### src/hw/spriteMotion_cfg.svh
// coordinate, gain and timer widths
// object count and start corners of each object
`ifndef SPRITE_MOTION_CFG_SVH
`define SPRITE_MOTION_CFG_SVH

// display coordinate magnitude without the sign bit
`define COORD_W       11
`define NUM_OBJ       2

// signed gain settings with one extra bit each
`define BASIC_GAIN_W  3
`define DASH_GAIN_W   4
`define JUMP_VEL_W    4
`define JUMP_PER_W    6	// frames per speed step up to 63

// both start boxes lie on screen
`define OBJ0_X        64
`define OBJ0_Y        416
`define OBJ1_X        320
`define OBJ1_Y        416
`define OBJ_W         32
`define OBJ_H         32

`endif

### src/hw/spritePkg.sv
// coordinate, box and table index types
// jump phase encoding
`include "spriteMotion_cfg.svh"

package spritePkg;

	// signed display coordinate
	typedef logic signed [`COORD_W:0] coord_t;

	// 48-bit bounding box
	typedef struct packed
	{
		coord_t left;
		coord_t right;
		coord_t top;
		coord_t bottom;
	} box_t;

	// one entry per object
	typedef logic [$clog2(`NUM_OBJ)-1:0] objIdx_t;

	//------------------------------------------------------------
	// vertical motion phase
	//------------------------------------------------------------
	typedef enum logic [1:0]
	{
		JUMP_IDLE,	// grounded or free walking
		JUMP_RISE,	// moving up as the speed slows
		JUMP_FALL	// moving down until ground
	} jumpPhase_e;

endpackage

### src/hw/objectTable.sv
// object table of boxes and wall flags
// one write port, registered read port
`include "spriteMotion_cfg.svh"

module objectTable
	import spritePkg::*;
(
	input  logic    iClk,
	input  logic    rstN,
	input  logic    wrStb,
	input  objIdx_t wrIdx,
	input  box_t    wrBox,
	input  logic    wrWallLeft,
	input  logic    wrWallRight,
	input  objIdx_t rdIdx,
	output box_t    rdBox,
	output logic    rdWallLeft,
	output logic    rdWallRight
);

	localparam box_t startBox [`NUM_OBJ] = '{
		'{left: coord_t'(`OBJ0_X), right: coord_t'(`OBJ0_X + `OBJ_W),
		  top: coord_t'(`OBJ0_Y), bottom: coord_t'(`OBJ0_Y + `OBJ_H)},
		'{left: coord_t'(`OBJ1_X), right: coord_t'(`OBJ1_X + `OBJ_W),
		  top: coord_t'(`OBJ1_Y), bottom: coord_t'(`OBJ1_Y + `OBJ_H)}
	};

	box_t                boxTbl [`NUM_OBJ];
	logic [`NUM_OBJ-1:0] wallLTbl, wallRTbl;

	always_ff @(posedge iClk or negedge rstN)
	begin
		if (!rstN)
		begin
			for (int i = 0; i < `NUM_OBJ; i++)
				boxTbl[i] <= startBox[i];	// objects start off both walls
			wallLTbl <= '0;
			wallRTbl <= '0;
		end
		else if (wrStb)
		begin
			boxTbl[wrIdx] <= wrBox;
			wallLTbl[wrIdx] <= wrWallLeft;
			wallRTbl[wrIdx] <= wrWallRight;
		end
	end

	// read data one cycle after rdIdx
	always_ff @(posedge iClk)
	begin
		rdBox <= boxTbl[rdIdx];
		rdWallLeft <= wallLTbl[rdIdx];
		rdWallRight <= wallRTbl[rdIdx];
	end

endmodule

### config.mk
export PLATFORM = sky130hd
export DESIGN_NAME = objectTable
export DESIGN_NICKNAME = d
export VERILOG_FILES = /design/src/hw/spritePkg.sv /design/src/hw/objectTable.sv
export VERILOG_INCLUDE_DIRS = /design/src /design/src/hw
export SDC_FILE = /design/constraint.sdc
export NUM_CORES = 1
export LEC_CHECK = 0
export ABC_AREA = 1
export ABC_CLOCK_PERIOD_IN_PS = 900
export BUFFER_PORTS_ARGS = -buffer_cell sky130_fd_sc_hd__clkbuf_2
export CELL_PAD_IN_SITES_DETAIL_PLACEMENT = 1
export CELL_PAD_IN_SITES_GLOBAL_PLACEMENT = 1
export CORE_MARGIN = 2
export CORE_UTILIZATION = 41
export CTS_CLUSTER_SIZE = 12
export DETAILED_ROUTE_END_ITERATION = 8
export PLACE_DENSITY_LB_ADDON = 0.1
export SYNTH_ARGS = -nofsm -noshare
export SYNTH_HDL_FRONTEND = slang
export SYNTH_SLANG_ARGS = --single-unit
### constraint.sdc
create_clock -name iClk -period 0.9 [get_ports iClk]
set_input_delay 0.045 -clock iClk [delete_from_list [all_inputs] [get_ports iClk]]
set_output_delay 0.045 -clock iClk [all_outputs]
set_load 0.01 [all_outputs]
* Yosys cells after proc, flatten, opt, wreduce, memory -nomap -nowiden
Index checks and enable logic that the tools add are counted.
Cells by class: magnitude comparators 6, muxes and demuxes 14, bitwise gates (word level) 2, reduce and logical (&&, ||, !) cells 2
Operators with widths (count):
- $mux W48 | 4
- $bwmux W96 | 1
- $demux W48 S1 | 1
- $mux W1 | 5
- $bwmux W2 | 2
- $ge A2 B2 Y1 const B | 2
- $lt A1 B2 Y1 const B | 2
- $not A1 Y2 | 2
- $logic_and A1 B1 Y1 | 2
- $lt A2 B1 Y1 const B | 1
- $demux W1 S1 | 1
- $ge A1 B1 Y1 const B | 1
Storage, ports and cells: register bits 150, logic and storage cells 40

* Longest topological paths before layout
depth in word-level cells 6, gate-level depth with buffers 6, mapped depth without buffers 4

* Worst setup path before layout
Ideal clock, no wire load.
path kind reg-to-reg, start register boxTbl[65] (netlist bit), end register rdBox[17] (netlist bit), setup time 0.074 ns, arrival time 0.635 ns, data required time 0.826 ns, path slack 0.191 ns, stages on the path, launching flop included 3, path buffers 0, cells stage by stage dfstp_2 > inv_1 > o21ai_0
On the way: word-level cells in the longest chain between the ends 3
RTL lines:
- from (decl) | RTL line objectTable.sv:28 | box_t boxTbl [`NUM_OBJ];
- from (signal, indexed assignment) | RTL line objectTable.sv:36 | boxTbl[i] <= startBox[i];
- from (signal, indexed assignment) | RTL line objectTable.sv:42 | boxTbl[wrIdx] <= wrBox;
- $mux W48 (implied by the code) (3 in a row) | RTL line objectTable.sv:51 | rdBox <= boxTbl[rdIdx];
- to (signal assigned) | RTL line objectTable.sv:51
- to (decl) | RTL line objectTable.sv:16 | output box_t rdBox,
Every way passes these cells. The select of a mux whose other input is x is not followed. A chain may end at the register's enable or synchronous reset.

* Worst setup path in the final report
start register rdBox[13] (netlist bit), end output rdBox[13] (netlist bit)
No word-level cell between the ends.

==> reports/qor.csv <==
stage;metric;value;unit
power_and_ir_drop;PwrDens;2280;nW/µm²
placed_design;routability cong.;0.747;
power_and_ir_drop;sequential power share;0.459;
routing;vias per cell;4.83;
clock_network;CTS tree;done;
power_and_ir_drop;Comb pwr share;0.136;
grt;global-route wire length before repair;24900;µm
finish;area grow syn2layout;37.1;%
placed_design;pre-CTS WS;37.2;ps
grt;GRT Overall Usage;0.220;
setup_path;CP endpoint kind;primary output;
sta;WHS;87.2;ps
setup_path;Setup crit start kind;register;
sta;RSZ-0062 raised after global routing;true;
power_and_ir_drop;Sw Share;0.248;
die;Die W;122;µm
routing;Wirelength per Cell;15.3;µm
logic_synthesis;Distinct cells, synth;14;
grt;vias in the first global route;5085;
logic_synthesis;synthesized instance count;646;
sta;relative slew slack;0.783;
placed_design;IO Port Bufs;104;
power_and_ir_drop;Net Sw Power;4.40;mW
grt;gr ovfl total;0;
status;outcome;finished, violations left;
finish;diode count;0;
logic_synthesis;Synth Net Count;701;
routing;Pre-antenna DRT Iters;4;
min_path;Hold WC Path Type;in2reg;
finish;# nets final;853;
grt;initial antenna violation count;0;
logic_synthesis;YS warnings;0;
grt;largest net degree at the start of global routing;57;
status;failing checks;negative setup slack;
die;DIE AREA;14800;µm²
sta;Final setup viols;16;
setup_path;max incr delay on CP;350;ps
sta;fin crit share;1.03;
logic_synthesis;register area share after synthesis;0.621;
sta;clk_skew;7.64;ps
routing;drt total wl;15200;µm
logic_synthesis;#FFs+latches synth;150;
routing;1st-iter DRT viols;203;
power_and_ir_drop;LEAKAGE;3.98;nW
sta;Max Slew Vio Count;0;
power_and_ir_drop;VDD IR-drop max;1.52;mV
finish;filler cell count in the final layout;1596;
clock_network;Clk pin slew, worst setup/hold paths;60;ps
setup_path;Critical Path, Cell by Cell;buf_6;
setup_path;critical path data arrival time;880;ps
setup_path;critical path class;reg2out;
routing;number of routed nets with antenna violations;0;
setup_path;buffers and inverters on the worst path;1;
sta;post-route setup slack;-26.5;ps
clock_network;Clock Latency Late Sink;430;ps
setup_path;peak fanout along the critical path;1;
setup_path;slowest stage cell, crit path;dfxtp_2;
clock_network;CTS H-tree depth;4;
power_and_ir_drop;clock power share;0.405;
clock_network;post-CTS setup buffer count;0;
logic_synthesis;mean post-synth cell area;8.80;µm²
setup_path;Critical Path RT;850;ps
die;core area;13700;µm²
die;Initial Util;0.414;
sta;fmax;1080;MHz
die;IO Pins;105;
routing;DRC viols;0;
sta;setup_tns;-131;ps
setup_path;delay-heaviest family, CP;flip-flops;
clock_network;CTS max path bufs;2;
clock_network;root buf cell;clkbuf_16;
run;Max Cap Viol;0;
routing;vias post-DR;4789;
placed_design;DP HPWL;8930;µm
logic_synthesis;Cell Area, Synth;5680;µm²
finish;share of layout cells above drive strength 1;0.252;
clock_network;# clock sinks;150;
die;Die H;122;µm
sta;minimum clock period;927;ps
sta;Final Hold Fails;0;
die;row cnt;43;
sta;Slew @ Worst Pin;325;ps
clock_network;Num CTS Buffers;17;
power_and_ir_drop;internal power;13.3;mW
==> cells in the mapped netlist, drive strengths merged <==
cell type / count / share of area
buf: 37 / 0.042
clkbuf: 6 / 0.0046
dfrtp: 80 / 0.35
dfstp: 20 / 0.092
dfxtp: 50 / 0.18
inv: 51 / 0.034
nand2: 252 / 0.17
nand3: 100 / 0.088
o21ai: 50 / 0.044
==> logic make-up (layout without fill, tap and decap cells) <==
kind of cell | count (synthesis) | in the layout | share of synthesized area
and+or+nand+nor | 352 | 352 | 0.255
DFF | 150 | 150 | 0.621
AOI/OAI and AO/OA | 50 | 50 | 0.0440
buffers and inverters | 94 | 259 | 0.0799
==> per-stage QoR <==
stage	area, µm²	power (mW)	util	cells
6_report	7790	17.7	0.568	991
5_1_grt	7790	18.7	0.568	991
4_1_cts	7600	17.7	0.554	991
3_5_place_dp	6440	10.2	0.469	906
3_3_place_gp	6440	10.1	0.469	906
2_1_floorplan	5680	9.24	-	646
==> cells in the final DEF (no fill, tap or decap) <==
| cell | netlist | layout |
|---|---|---|
| o21ai_0 | 50 | 50 |
| nand2_1 | 251 | 250 |
| clkbuf_8 | 0 | 2 |
| nand3_1 | 100 | 100 |
| dfxtp_1 | 50 | 21 |
| buf_4 | 8 | 11 |
| dfstp_2 | 20 | 20 |
| clkbuf_2 | 0 | 51 |
| dfxtp_2 | 0 | 29 |
| dfrtp_1 | 80 | 80 |
| buf_6 | 5 | 27 |
| buf_12 | 0 | 10 |
| bufinv_16 | 0 | 3 |
| buf_8 | 0 | 2 |
| clkbuf_1 | 5 | 3 |
| dlygate4sd3_1 | 0 | 53 |
| clkinv_2 | 0 | 6 |
| inv_2 | 1 | 1 |
| clkinvlp_4 | 0 | 1 |
| buf_2 | 24 | 22 |
| nand2_2 | 1 | 2 |
| clkbuf_16 | 0 | 17 |
| inv_1 | 50 | 50 |
==> what timing repair did <==
| item | 4_1_cts | 5_1_grt |
|---|---|---|
| hold endpoints to repair | 200 | 0 |
| hold buffers | 53 | 0 |
| setup endpoints to repair | 50 | 50 |
| resized for setup | 19 | 89 |
| gates cloned | 0 | 0 |
==> metal layers <==
layer,global-route usage,vias up,share of wire
met3,0.0595,15,0.033
met2,0.391,85,0.53
met4,0.0747,0,0.014
met1,0.257,2362,0.43
met5,0,-,0
li1,-,2327,-
==> sequential cells by signal (all words and copies together), names as in the netlist <==
register	cells
boxTbl	96
rdBox	48
wallLTbl	2
wallRTbl	2
rdWallLeft	1
rdWallRight	1
==> final timing paths <==
path	slack (ps)	cells after the start	endpoint	from
setup / recovery	-30	1	rdBox[13]	rdBox[13]
hold / removal	90	4	boxTbl[7]	wrStb
setup reg to reg	120	2	rdBox[29]	boxTbl[77]
hold reg to reg	460	2	boxTbl[56]	boxTbl[56]
max in group asynchronous	250	3	boxTbl[92]	rstN
min in group asynchronous	140	2	boxTbl[44]	rstN
==> power by group through the flow <==
stage | logic (mW) | registers, mW | clock network (mW)
floorplan | 0.992 | 8.24 | 0
global placement | 1.98 | 8.15 | 0
detailed placement | 2.04 | 8.19 | 0
CTS | 2.26 | 8.09 | 7.32
global route | 2.74 | 8.24 | 7.67
finish | 2.42 | 8.13 | 7.17
==> layout make-up <==
class,count,area [µm²],share of cell area
sequential,150,3560,0.458
multi-input combinational,402,1700,0.219
timing repair buffer,176,1510,0.194
clock buffer,22,464,0.0596
tap,180,225,0.0289
inverter,51,191,0.0246
clock inverter,10,128,0.0164
No activity file was read; power rests on OpenSTA's default activity.
