File: src/hw/spriteMotion_cfg.svh
// coordinate, gain and timer widths
// object count and start corners of each object
`ifndef SPRITE_MOTION_CFG_SVH
`define SPRITE_MOTION_CFG_SVH

// display coordinate magnitude without the sign bit
`define COORD_W       11
`define NUM_OBJ       2

// signed gain settings with one extra bit each
`define BASIC_GAIN_W  3
`define DASH_GAIN_W   4
`define JUMP_VEL_W    4
`define JUMP_PER_W    6	// frames per speed step up to 63

// both start boxes lie on screen
`define OBJ0_X        64
`define OBJ0_Y        416
`define OBJ1_X        320
`define OBJ1_Y        416
`define OBJ_W         32
`define OBJ_H         32

`endif

File: src/hw/spritePkg.sv
// coordinate, box and table index types
// jump phase encoding
`include "spriteMotion_cfg.svh"

package spritePkg;

	// signed display coordinate
	typedef logic signed [`COORD_W:0] coord_t;

	// 48-bit bounding box
	typedef struct packed
	{
		coord_t left;
		coord_t right;
		coord_t top;
		coord_t bottom;
	} box_t;

	// one entry per object
	typedef logic [$clog2(`NUM_OBJ)-1:0] objIdx_t;

	//------------------------------------------------------------
	// vertical motion phase
	//------------------------------------------------------------
	typedef enum logic [1:0]
	{
		JUMP_IDLE,	// grounded or free walking
		JUMP_RISE,	// moving up as the speed slows
		JUMP_FALL	// moving down until ground
	} jumpPhase_e;

endpackage

File: src/hw/moverIf.sv
// per-frame post from one position generator to the table arbiter
interface moverIf
	import spritePkg::*;
();

	logic updStb;		// one cycle per frame
	box_t box;			// stable until next strobe
	logic wallLeft;		// box touches left edge
	logic wallRight;	// box touches right edge

	modport mover
	(
		output updStb, box, wallLeft, wallRight
	);

	modport arbiter
	(
		input updStb, box, wallLeft, wallRight
	);

endinterface

File: src/hw/objectPosGen.sv
// per-object position generator
// walk and dash on x with wall clamp, jump rise and fall on y with ground clamp
`include "spriteMotion_cfg.svh"

module objectPosGen
	import spritePkg::*;
#(
	parameter int initX = 0,
	parameter int initY = 0,
	parameter int sizeX = 16,
	parameter int sizeY = 16
)(
	input  logic                         iClk,
	input  logic                         rstN,
	input  logic                         frameEnd,
	input  coord_t                       hDisplay,	// right wall
	input  coord_t                       vDisplay,	// ground line
	input  logic signed [`BASIC_GAIN_W:0] basicGain,
	input  logic signed [`DASH_GAIN_W:0]  dashGain,
	input  coord_t                       jumpPeak,	// rise height budget
	input  coord_t                       jumpGain,	// launch speed
	input  logic signed [`JUMP_VEL_W:0]   jumpVelMax,
	input  logic signed [`JUMP_VEL_W:0]   jumpVelMin,
	input  logic [`JUMP_PER_W-1:0]        jumpPeriod,
	input  logic                         leftKey,
	input  logic                         rightKey,
	input  logic                         upKey,
	input  logic                         downKey,
	input  logic                         dashKey,
	input  logic                         jumpKey,
	moverIf.mover                        post
);

	localparam coord_t boxW = coord_t'(sizeX);
	localparam coord_t boxH = coord_t'(sizeY);
	localparam box_t startBox = '{
		left:   coord_t'(initX),
		right:  coord_t'(initX + sizeX),
		top:    coord_t'(initY),
		bottom: coord_t'(initY + sizeY)
	};

	box_t                  boxQ, boxD;
	jumpPhase_e            phaseQ, phaseD;
	coord_t                velQ, velD;			// current vertical speed
	coord_t                remainQ, remainD;	// height left to rise
	logic [`JUMP_PER_W-1:0] frmCntQ, frmCntD;	// frames since last speed step
	logic                  updStbQ;

	coord_t walkStep;
	coord_t climbStep;
	coord_t xNxtLeft, xNxtRight;
	coord_t yNxtTop, yNxtBottom;
	coord_t remainNxt;
	logic   moveL, moveR;
	logic   grounded;
	logic   periodHit;

	//------------------------------------------------------------
	// next box and jump state, applied only on frameEnd
	//------------------------------------------------------------
	always_comb
	begin
		moveL = leftKey & ~rightKey;	// both keys cancel
		moveR = rightKey & ~leftKey;
		walkStep = dashKey ? coord_t'(dashGain) : coord_t'(basicGain);
		climbStep = coord_t'(basicGain);

		xNxtLeft = boxQ.left;
		xNxtRight = boxQ.right;
		if (moveR)
		begin
			xNxtLeft = boxQ.left + walkStep;
			xNxtRight = boxQ.right + walkStep;
		end
		else if (moveL)
		begin
			xNxtLeft = boxQ.left - walkStep;
			xNxtRight = boxQ.right - walkStep;
		end

		boxD = boxQ;
		// wall clamp keeps the width
		if (xNxtLeft < 0)
		begin
			boxD.left = '0;
			boxD.right = boxW;
		end
		else if (xNxtRight > hDisplay)
		begin
			boxD.left = hDisplay - boxW;
			boxD.right = hDisplay;
		end
		else
		begin
			boxD.left = xNxtLeft;
			boxD.right = xNxtRight;
		end

		// speed step every jumpPeriod frames
		grounded = (boxQ.bottom == vDisplay);
		periodHit = ({1'b0, frmCntQ} + 1'b1) >= {1'b0, jumpPeriod};
		frmCntD = periodHit ? '0 : frmCntQ + 1'b1;

		phaseD = phaseQ;
		velD = velQ;
		remainD = remainQ;
		remainNxt = remainQ - velQ;
		yNxtTop = boxQ.top + velQ;			// fall candidate
		yNxtBottom = boxQ.bottom + velQ;

		case (phaseQ)
			JUMP_IDLE:
			begin
				frmCntD = '0;
				if (jumpKey && grounded)
				begin
					phaseD = JUMP_RISE;
					velD = jumpGain;
					remainD = jumpPeak;
				end
				else if (upKey && !downKey)
				begin
					boxD.top = boxQ.top - climbStep;	// free move without clamp
					boxD.bottom = boxQ.bottom - climbStep;
				end
				else if (downKey && !upKey)
				begin
					boxD.top = boxQ.top + climbStep;
					boxD.bottom = boxQ.bottom + climbStep;
				end
			end
			JUMP_RISE:
			begin
				boxD.top = boxQ.top - velQ;
				boxD.bottom = boxQ.bottom - velQ;
				remainD = remainNxt;
				if (periodHit && (velQ > coord_t'(jumpVelMin)))
					velD = velQ - 1'b1;		// slow down near the peak
				// peak reached or key let go
				if ((remainNxt < 0) || !jumpKey)
					phaseD = JUMP_FALL;
			end
			JUMP_FALL:
			begin
				if (periodHit && (velQ < coord_t'(jumpVelMax)))
					velD = velQ + 1'b1;		// speed up while falling
				if (yNxtBottom >= vDisplay)
				begin
					boxD.top = vDisplay - boxH;	// land on ground line
					boxD.bottom = vDisplay;
					phaseD = JUMP_IDLE;
				end
				else
				begin
					boxD.top = yNxtTop;
					boxD.bottom = yNxtBottom;
				end
			end
			default:
				phaseD = JUMP_IDLE;
		endcase
	end

	//------------------------------------------------------------
	// state registers
	//------------------------------------------------------------
	always_ff @(posedge iClk or negedge rstN)
	begin
		if (!rstN)
		begin
			boxQ <= startBox;
			phaseQ <= JUMP_IDLE;
			updStbQ <= 1'b0;
		end
		else
		begin
			updStbQ <= frameEnd;	// post goes out with the new box
			if (frameEnd)
			begin
				boxQ <= boxD;
				phaseQ <= phaseD;
			end
		end
	end

	// jump speed, rise budget and speed step counter
	always_ff @(posedge iClk)
	begin
		if (frameEnd)
		begin
			velQ <= velD;
			remainQ <= remainD;
			frmCntQ <= frmCntD;
		end
	end

	assign post.updStb = updStbQ;
	assign post.box = boxQ;
	assign post.wallLeft = (boxQ.left == '0);
	assign post.wallRight = (boxQ.right == hDisplay);

endmodule

File: src/flat_wrapper.sv
// flat-port wrapper written by rule: the top's interface ports become plain ports
module objectPosGen_flat import spritePkg::*;
#(
	parameter int initX = 0,
	parameter int initY = 0,
	parameter int sizeX = 16,
	parameter int sizeY = 16
)
  (iClk, rstN, frameEnd, hDisplay, vDisplay, basicGain, dashGain, jumpPeak, jumpGain, jumpVelMax, jumpVelMin, jumpPeriod, leftKey, rightKey, upKey, downKey, dashKey, jumpKey, post_updStb, post_box, post_wallLeft, post_wallRight);
  moverIf post_i ();
  input  logic iClk;
  input  logic rstN;
  input  logic frameEnd;
  input  coord_t hDisplay;
  input  coord_t vDisplay;
  input  logic signed [`BASIC_GAIN_W:0] basicGain;
  input  logic signed [`DASH_GAIN_W:0] dashGain;
  input  coord_t jumpPeak;
  input  coord_t jumpGain;
  input  logic signed [`JUMP_VEL_W:0] jumpVelMax;
  input  logic signed [`JUMP_VEL_W:0] jumpVelMin;
  input  logic [`JUMP_PER_W-1:0] jumpPeriod;
  input  logic leftKey;
  input  logic rightKey;
  input  logic upKey;
  input  logic downKey;
  input  logic dashKey;
  input  logic jumpKey;
  output wire logic [$bits(post_i.updStb)-1:0] post_updStb;
  output wire logic [$bits(post_i.box)-1:0] post_box;
  output wire logic [$bits(post_i.wallLeft)-1:0] post_wallLeft;
  output wire logic [$bits(post_i.wallRight)-1:0] post_wallRight;
  assign post_updStb = post_i.updStb;
  assign post_box = post_i.box;
  assign post_wallLeft = post_i.wallLeft;
  assign post_wallRight = post_i.wallRight;
  objectPosGen #(.initX(initX), .initY(initY), .sizeX(sizeX), .sizeY(sizeY)) u_core (.iClk(iClk), .rstN(rstN), .frameEnd(frameEnd), .hDisplay(hDisplay), .vDisplay(vDisplay), .basicGain(basicGain), .dashGain(dashGain), .jumpPeak(jumpPeak), .jumpGain(jumpGain), .jumpVelMax(jumpVelMax), .jumpVelMin(jumpVelMin), .jumpPeriod(jumpPeriod), .leftKey(leftKey), .rightKey(rightKey), .upKey(upKey), .downKey(downKey), .dashKey(dashKey), .jumpKey(jumpKey), .post(post_i));
endmodule
File: config.mk
export PLATFORM = sky130hd
export DESIGN_NAME = objectPosGen_flat
export DESIGN_NICKNAME = d
export VERILOG_FILES = /design/src/hw/spritePkg.sv /design/src/hw/moverIf.sv /design/src/hw/objectPosGen.sv /design/src/flat_wrapper.sv
export VERILOG_INCLUDE_DIRS = /design/src /design/src/hw
export SDC_FILE = /design/constraint.sdc
export NUM_CORES = 1
export LEC_CHECK = 0
export ABC_AREA = 1
export BUFFER_PORTS_ARGS = -buffer_cell sky130_fd_sc_hd__buf_4
export CAP_MARGIN = 20
export CORE_UTILIZATION = 62
export CTS_BUF_LIST = sky130_fd_sc_hd__clkbuf_4 sky130_fd_sc_hd__clkbuf_8 sky130_fd_sc_hd__clkbuf_16
export CTS_CLUSTER_SIZE = 30
export DETAILED_ROUTE_END_ITERATION = 12
export HOLD_SLACK_MARGIN = 0.12
export PLACE_DENSITY = 0.95
export SYNTH_ARGS = -nofsm -noshare
export SYNTH_HDL_FRONTEND = slang
export SYNTH_SLANG_ARGS = --single-unit
export TNS_END_PERCENT = 1
File: constraint.sdc
create_clock -name iClk -period 3.8 [get_ports iClk]
set_input_delay 0.38 -clock iClk [delete_from_list [all_inputs] [get_ports iClk]]
set_output_delay 0.38 -clock iClk [all_outputs]
set_load 0.01 [all_outputs]
* Word-level counts from Yosys, hierarchy flattened
Cells that the tools add are included.
** Storage, ports and cells
- Register bits :: 81
- Output and inout bits :: 51
** Cells by class
- $add $sub $neg :: 19
- Magnitude comparators :: 7
- Equality and inequality tests :: 11
- Muxes and demuxes :: 22
- Bitwise gates (word level) :: 4
- Reduce and logical (&&, ||, !) cells :: 18
** Operators by type and width (count)
- 24-bit two-way mux :: 6
- 12-bit two-way mux :: 9
- 24-bit one-hot mux with 3 select lines :: 1
- 12-bit subtractor :: 5
- 12-bit adder :: 4
- 12-bit one-hot mux with 3 select lines :: 1
- 12-bit by 4-bit adder with 12-bit output :: 2
- 12-bit equality test :: 2
- 12-bit by 1-bit < comparator with 1-bit output, second input constant :: 2
- 12-bit one-hot mux with 2 select lines :: 1
- 12-bit by 4-bit subtractor with 12-bit output :: 2
- 12-bit by 6-bit subtractor with 12-bit output, second input constant :: 2
- 12-bit by 1-bit adder with 12-bit output, second input constant :: 1
- 12-bit greater-or-equal comparator :: 1
- 12-bit greater-than comparator :: 1
- 12-bit by 5-bit greater-than comparator with 1-bit output :: 1
- 12-bit logical NOT :: 1
- 12-bit by 5-bit < comparator with 1-bit output :: 1
- 12-bit by 1-bit subtractor with 12-bit output, second input constant :: 1
- 2-bit by 1-bit != test with 1-bit output, second input constant :: 5
- 4-bit AND reduction :: 2
- 6-bit by 1-bit adder with 7-bit output, second input constant :: 1
- 7-bit by 6-bit greater-or-equal comparator with 1-bit output :: 1
- 6-bit by 1-bit adder with 6-bit output, second input constant :: 1
- 17 further kinds :: 27

* Depth between registers and ports, before layout
Gate-level depths: netlist of the first run.
- Depth in word-level cells :: 7
- Depth in mapped cells :: 34
- Gate-level depth less buffers :: 33

* Least setup slack after synthesis of the first run
Ideal clock, no wire load.
- Path kind :: input -> register
- From :: input port dashKey
- To :: register u_core.boxQ (netlist bit u_core.post.box[30])
- Arrival :: 3692 ps
- Data required time :: 3668 ps
- Path slack :: -23 ps
- Stages on the path :: 28
- Path through :: inv_2 > nand2_2 > nand2_2 > inv_1 > ha_1 > buf_2 > a21oi_1 > nor2_1 > nor2_1 > nand2_1 > nand2_1 > nand2_1 > nand2_1 > nand3_1 > nand3b_1 > inv_1 > ha_1 > nand2_1 > inv_2 > nand2_1 > inv_1 > nand2_1 > nand4_2 > nand2_4 > nand2_4 > buf_2 > o21ai_0 > o22ai_1
** Between the ends
- Word-level cells in the longest chain between the ends :: 7
** Ends and longest elaborated chain
- from (decl) :: line flat_wrapper.sv:27 : input logic dashKey;
- 12-bit two-way mux * :: line objectPosGen.sv:66 : walkStep = dashKey ? coord_t'(dashGain) : coord_t'(basicGain);
- 12-bit subtractor :: line objectPosGen.sv:79 : xNxtRight = boxQ.right - walkStep;
- 12-bit two-way mux :: line objectPosGen.sv:76 : else if (moveL)
- 12-bit two-way mux :: line objectPosGen.sv:71 : if (moveR)
- 12-bit greater-than comparator :: line objectPosGen.sv:89 : else if (xNxtRight > hDisplay)
- 24-bit two-way mux :: line objectPosGen.sv:89
- 24-bit two-way mux * :: line objectPosGen.sv:84 : if (xNxtLeft < 0)
- to (signal assigned) :: line objectPosGen.sv:172 : boxQ <= startBox;
- to (signal assigned) :: line objectPosGen.sv:181 : boxQ <= boxD;
- to (decl) :: line objectPosGen.sv:43 : box_t boxQ, boxD;
Every way passes the cells marked *; elsewhere a longest branch is shown, timed or not.
A chain may end at the register's enable or synchronous reset.

* Worst setup path in the final report of the first run
- From :: input port dashKey
- To :: register u_core.boxQ (netlist bit u_core.post.box[34])
Same word-level chain as after synthesis.

==> out/metrics.yaml, run 1 <==
initial_core_util_pct: 63.3
antenna_found_initial: 0
cts_sinks: 81
p_leak_uw: 0.00789
cpLargestDelayFamily: "simple AND/OR/NAND/NOR gates"
setup_ws_ns: 0.170
cts_max_level: 3
drive_above_1_share_pct: 14.4
portBuffers: 132
crit_path_end_kind: "register"
period_share_pct: 95.5
clkPwrFrac_pct: 6.1
power.density_nw_per_um2: 1010
ys_warn_count: 0
worst_slew_pin_slew_ns: 0.727
maxClockFrequency_mhz: 275
ant_nets: 0
synthAdderAreaFrac_pct: 19.3
multi_input_area_sq_um: 9130
fp.dieArea_sq_um: 20400
path_depth: 29
drtIter0Drc: 1493
synthMuxAreaShare_pct: 0
placed_area_sq_um: 14000
synth-main-ff-cell: "dfrtp_1"
grt_first_pass_wirelength_mm: 62.9
ioPinCount: 133
setup_viol: 0
rsz0062_at_grt: "true"
ys_seq_area_share_pct: 17.7
core.rowCount: 51
pre_cts_ws_ns: -0.267
max-vdd-ir-drop_uv: 1510
numCtsBuffers: 9
synth_top_family_by_area: "simple AND/OR/NAND/NOR gates"
postRouteWirelength_mm: 40.5
fillers: 1510
p_sw_uw: 8290
seq_area_sq_um: 2180
final-hold-violation-count: 0
place_hpwl_mm: 31.9
syn_inst: 1948
status: "completed"
die_h_microns: 143
skew_ns: 0.0147
hold_path.class: "primary input to register"
intPower_uw: 6380
synthArstFlopShare_pct: 63.0
grt-ovfl-total: 0
nNetsFinal: 2399
syn_to_final_growth_pct: 18.0
cp_max_fo: 8
pwr-share-seq_pct: 13.4
fin_util_pct: 74.7
clock_tree.buffer_depth: 2
syn_avg_cell_area_sq_um: 6.33
final_cell_mix: "nand2_1 (584), inv_1 (247), buf_4 (207), nor2_1 (181), ha_1 (165)"
syn-num-nets: 2214
reg2reg_depth: 21
cap_violations: 0
n_antenna_cell: 0
clk_latency_ns: 0.36
first_pass_iters: 7
cts_root_buf: "clkbuf_16"
grt_usage_pct: 39.3
slowest_stage: "or2_2"
slowest_delay_ns: 0.29
grt_max_degree: 52
via_per_inst: 5.92
post_drt_wl_per_cell_microns: 16.8
crit_arrival_ns: 3.88
cp-start-kind: "primary input"
setup.worst_path.class: "primary input to register"
drv_slew: 0
synth_area_sq_um: 12300
synth-xor-area-share_pct: 5.12
synth_edf_count: 30
vias: 14200
crit_top_cell: "nand2_1"
required_ns: 4.05
core_sq_um: 19500
die_x_microns: 143
cts_tree: "built"
slew_headroom_pct: 51.5
sw_frac_of_total_pct: 56.5
final_common_cell: "nand2_1"
fin_area_sq_um: 14500
yosys.cell_types.count: 54
min_period_ns: 3.63
path_buf_inv: 6
gp_congestion: 1.06
drc: 0
yosys_register_bits: 81
combPwrFrac_pct: 80.5
synthSimpleGateAreaFrac_pct: 35.3
synth_compound_area_share_pct: 13.0
first_global_vias: 12900
clk_pin_slew_ns: 0.07
hold_depth: 3
==> registers in the layout (all words and copies together), names as in the netlist <==
| register | cells |
|---|---|
| u_core.frmCntQ | 6 |
| u_core.phaseQ | 2 |
| u_core.post.box | 48 |
| u_core.post.updStb | 1 |
| u_core.remainQ | 12 |
| u_core.velQ | 12 |
==> through the flow <==
| stage | TNS (ns) | total power (uW) | std cells | hold slack, ns |
|---|---|---|---|---|
| floorplan | 0 | 9830 | 1948 | 0.0844 |
| global placement | 0 | 12700 | 2383 | 0.469 |
| detailed placement | -5.07 | 13100 | 2383 | 0.471 |
| CTS | 0 | 14100 | 2400 | 0.302 |
| global route | -0.316 | 16000 | 2403 | 0.321 |
| finish | 0 | 14700 | 2403 | 0.300 |
==> what timing repair did <==
| item | in CTS | in global routing |
|---|---|---|
| hold buffers | 1 | 0 |
| buffers inserted | 0 | 3 |
| resized for setup | 0 | 45 |
| hold endpoints to repair | 49 | 0 |
| setup endpoints to repair | 0 | 50 |
==> final cells by class <==
class	instances	share of cell area, %
clock buffer	12	1.82
clock inverter	4	0.181
inverter	257	6.66
multi-input combinational	1570	62.7
sequential	81	15.0
tap	265	2.28
timing repair buffer	214	11.3
==> Yosys cell counts (5+ instances only) <==
library cell	instances	area, sq um
nand2_1	587	2200
dfrtp_1	49	1230
a31oi_1	8	50.1
or2_2	13	81.3
buf_4	8	60.1
a21oi_1	133	666
xnor2_1	33	289
buf_2	13	65.1
o21bai_1	9	67.6
edfxtp_1	30	901
nand2_2	10	62.6
xor2_1	39	342
clkbuf_1	11	41.3
o211ai_1	6	45.0
nand3_1	152	761
nor3_1	19	95.1
inv_2	6	22.5
o22ai_1	7	43.8
fa_1	10	200
nand3b_1	8	60.1
nand4_1	35	219
ha_1	174	2180
inv_1	249	935
o21ai_0	94	470
nor2_1	184	691
o21ai_1	6	30.0
a21o_1	5	37.5
==> final timing paths <==
| path | from | to | slack (ns) |
|---|---|---|---|
| max | dashKey | u_core.post.box[34] | 0.17 |
| min | jumpGain[1] | u_core.velQ[1] | 0.30 |
| max reg2reg | u_core.post.box[24] | u_core.post.box[34] | 0.20 |
| min reg2reg | u_core.phaseQ[1] | u_core.phaseQ[1] | 0.57 |
| max in group asynchronous | rstN | u_core.post.box[24] | 2.65 |
| min in group asynchronous | rstN | u_core.post.box[9] | 0.62 |
==> tightest hold or removal path, cell delays in order <==
cell     delay, ns
buf_4         0.08
nand2_1       0.04
nand2_1       0.05
==> logic make-up after synthesis <==
group | Yosys count
AO/OA/AOI/OAI | 288
XOR/XNOR | 72
flip-flops | 81
AND/OR/NAND/NOR | 1026
adder cells (fa/ha/maj) | 184
buffers and inverters | 297
==> power groups by stage <==
stage | Clock [uW] | Combinational, uW | Sequential, uW
after global placement | 0 | 10800 | 1900
after detailed placement | 0 | 11200 | 1910
after global routing | 917 | 13100 | 1980
final | 890 | 11800 | 1960
after floorplan | 0 | 7920 | 1910
after CTS | 885 | 11300 | 1900
==> layer usage <==
layer  up-vias  share of wire, %  track usage (%)
li1       6756                 -                -
met5         -                 0                0
met3       193                11             6.17
met4         0               5.6             21.8
met1      6382                38             50.0
met2       899                45             63.7
(Power assumes the default switching activity.)
==> inputs of run 2 (changes only) <==
--- a/config.mk
+++ b/config.mk
@@ -15,6 +15,8 @@
 export DETAILED_ROUTE_END_ITERATION = 12
 export HOLD_SLACK_MARGIN = 0.12
 export PLACE_DENSITY = 0.95
+export REMOVE_ABC_BUFFERS = 1
+export SKIP_CTS_REPAIR_TIMING = 1
 export SYNTH_ARGS = -nofsm -noshare
 export SYNTH_HDL_FRONTEND = slang
 export SYNTH_SLANG_ARGS = --single-unit
==> run 2 against run 1 <==
  * Clock skew decreased by 0.00068 ns
  * Utilization increased by 0.63 points
  * Clock-buffer cell count decreased by 3
  * Hold slack got worse by 0.22 ns
  * Sequential power decreased by 2%
  * Non-clock buffer count increased by 11
  * Sequential share of layout area decreased by 0.13 points
  * Critical path depth decreased by 1
  * Global-route usage increased by 1.5 points
  * Clock power increased by 1%
  * Worst setup slack improved by 0.056 ns
  * Final cell count increased by 0.46%
==> out/metrics.yaml, run 2 (synthesis results as in run 1) <==
status: "completed"  # unchanged
setup_viol: 0  # unchanged
cts_sinks: 81  # unchanged
vias: 14400  # was 14200
drtIter0Drc: 1349  # was 1493
grt_first_pass_wirelength_mm: 65.2  # was 62.9 mm
nNetsFinal: 2410  # was 2399
pre_cts_ws_ns: -0.145  # was -0.267 ns
ant_nets: 0  # unchanged
cp-start-kind: "primary input"  # unchanged
setup.worst_path.class: "primary input to register"  # unchanged
drc: 0  # unchanged
cts_root_buf: "clkbuf_16"  # unchanged
die_h_microns: 143  # unchanged
period_share_pct: 94.1  # was 95.5%
clk_pin_slew_ns: 0.06  # was 0.07 ns
numCtsBuffers: 9  # unchanged
cts_max_level: 3  # unchanged
grt-ovfl-total: 0  # unchanged
clk_latency_ns: 0.36  # about the same
final_cell_mix: "nand2_1 (586), inv_1 (245), buf_4 (221), nor2_1 (175), ha_1 (163)"  # was nand2_1 (584), inv_1 (247), buf_4 (207), nor2_1 (181), ha_1 (165)
syn_to_final_growth_pct: 19.0  # was 18.0%
largest_register_ffs: 48  # unchanged
final_common_cell: "nand2_1"  # unchanged
clock_tree.buffer_depth: 2  # unchanged
slew_headroom_pct: 49.8  # was 51.5%
cap_violations: 0  # unchanged
tns_ns: 0  # unchanged
core_sq_um: 19500  # unchanged
skew_ns: 0.0140  # was 0.0147 ns
rsz0062_at_grt: "true"  # unchanged
drv_slew: 0  # unchanged
post_drt_wl_per_cell_microns: 17.4  # was 16.8 microns
fin_area_sq_um: 14700  # was 14500 sq um
drive_above_1_share_pct: 15.3  # was 14.4%
placed_area_sq_um: 14100  # was 14000 sq um
power.density_nw_per_um2: 1020  # was 1010 nW/um^2
final-hold-violation-count: 0  # unchanged
crit_arrival_ns: 3.82  # was 3.88 ns
die_x_microns: 143  # unchanged
whs_ns: 0.0849  # was 0.300 ns
via_per_inst: 5.96  # was 5.92
p_leak_uw: 0.00794  # was 0.00789 uW
cp_max_fo: 8  # unchanged
postRouteWirelength_mm: 42.1  # was 40.5 mm
grt_usage_pct: 40.8  # was 39.3%
worst_slew_pin_slew_ns: 0.752  # was 0.727 ns
ioPinCount: 133  # unchanged
first_global_vias: 13500  # was 12900
crit_path_end_kind: "register"  # unchanged
setup_ws_ns: 0.225  # was 0.170 ns
cts_tree: "built"  # unchanged
max-vdd-ir-drop_uv: 1150  # was 1510 uV
core.rowCount: 51  # unchanged
min_period_ns: 3.57  # was 3.63 ns
first_pass_iters: 6  # was 7
fp.dieArea_sq_um: 20400  # unchanged
grt_max_degree: 52  # unchanged
hold_path.class: "primary input to asynchronous set/reset pin"  # was primary input to register
required_ns: 4.04  # was 4.05 ns
fillers: 1536  # was 1510
portBuffers: 132  # unchanged
gp_congestion: 1.03  # was 1.06
antenna_found_initial: 1  # was 0
place_hpwl_mm: 32.5  # was 31.9 mm
maxClockFrequency_mhz: 280  # was 275 MHz
initial_core_util_pct: 63.3  # unchanged
## run 2: stage by stage
stage	util, %	power (uW)	instances
floorplan	-	9580	1908
global placement	72.2	12900	2388
detailed placement	72.2	13300	2388
CTS	73.7	14300	2403
global route	75.4	16300	2413
finish	75.4	15000	2414
## run 2: worst paths after layout
check	to	slack, ns	depth (start not counted)	startpoint
min	u_core.post.box[11]	0.08	1	rstN
max reg2reg	u_core.post.box[12]	0.24	24	u_core.velQ[0]
min reg2reg	u_core.post.box[28]	0.57	2	u_core.post.box[28]
min in group iClk	u_core.velQ[1]	0.29	3	jumpGain[1]
max	u_core.post.box[39]	0.23	28	dashKey
max in group asynchronous	u_core.post.box[1]	3.18	1	rstN
## run 2: per-layer routing
layer | track usage, % | share of wire, % | routed length, microns
met5 | 0 | 0 | 0
met4 | 26.9 | 6.8 | 2860
met3 | 6.54 | 9.2 | 3880
met2 | 68.2 | 46 | 19500
met1 | 48.4 | 38 | 15900
## run 2: area by class of cell
class / instances / area (sq um) / share of cell area (%)
tap: 265 / 332 / 2.26
sequential: 81 / 2180 / 14.9
clock inverter: 6 / 60.1 / 0.409
antenna: 1 / 2.50 / 0.0171
timing repair buffer: 225 / 1710 / 11.7
multi-input combinational: 1570 / 9190 / 62.6
inverter: 257 / 968 / 6.60
clock buffer: 9 / 225 / 1.54
## run 2: power breakdown
part,total [uW],switching [uW],internal (uW),leakage (uW)
registers,1920,541,1380,0.000903
clock network,899,396,503,0.000139
logic,12200,7490,4700,0.00689
## run 2: critical path, cell delays in order
cell and delay (ns):
buf_4 0.12, inv_2 0.06, nand2_2 0.06, nand2_2 0.09, clkinvlp_4 0.22, buf_4 0.25
ha_1 0.28, nand2_1 0.10, o21ai_0 0.29, nand2_1 0.12, nand4_1 0.09, nand3_1 0.07
nand3_1 0.12, inv_1 0.05, ha_1 0.28, nand2_1 0.08, inv_1 0.04, nand2_1 0.08
inv_1 0.06, nand2_1 0.11, nand4_2 0.18, nand2_4 0.17, buf_4 0.16, nand3_1 0.12
nand2_1 0.09, nor2_1 0.04, nand2_1 0.06, nand2_1 0.04
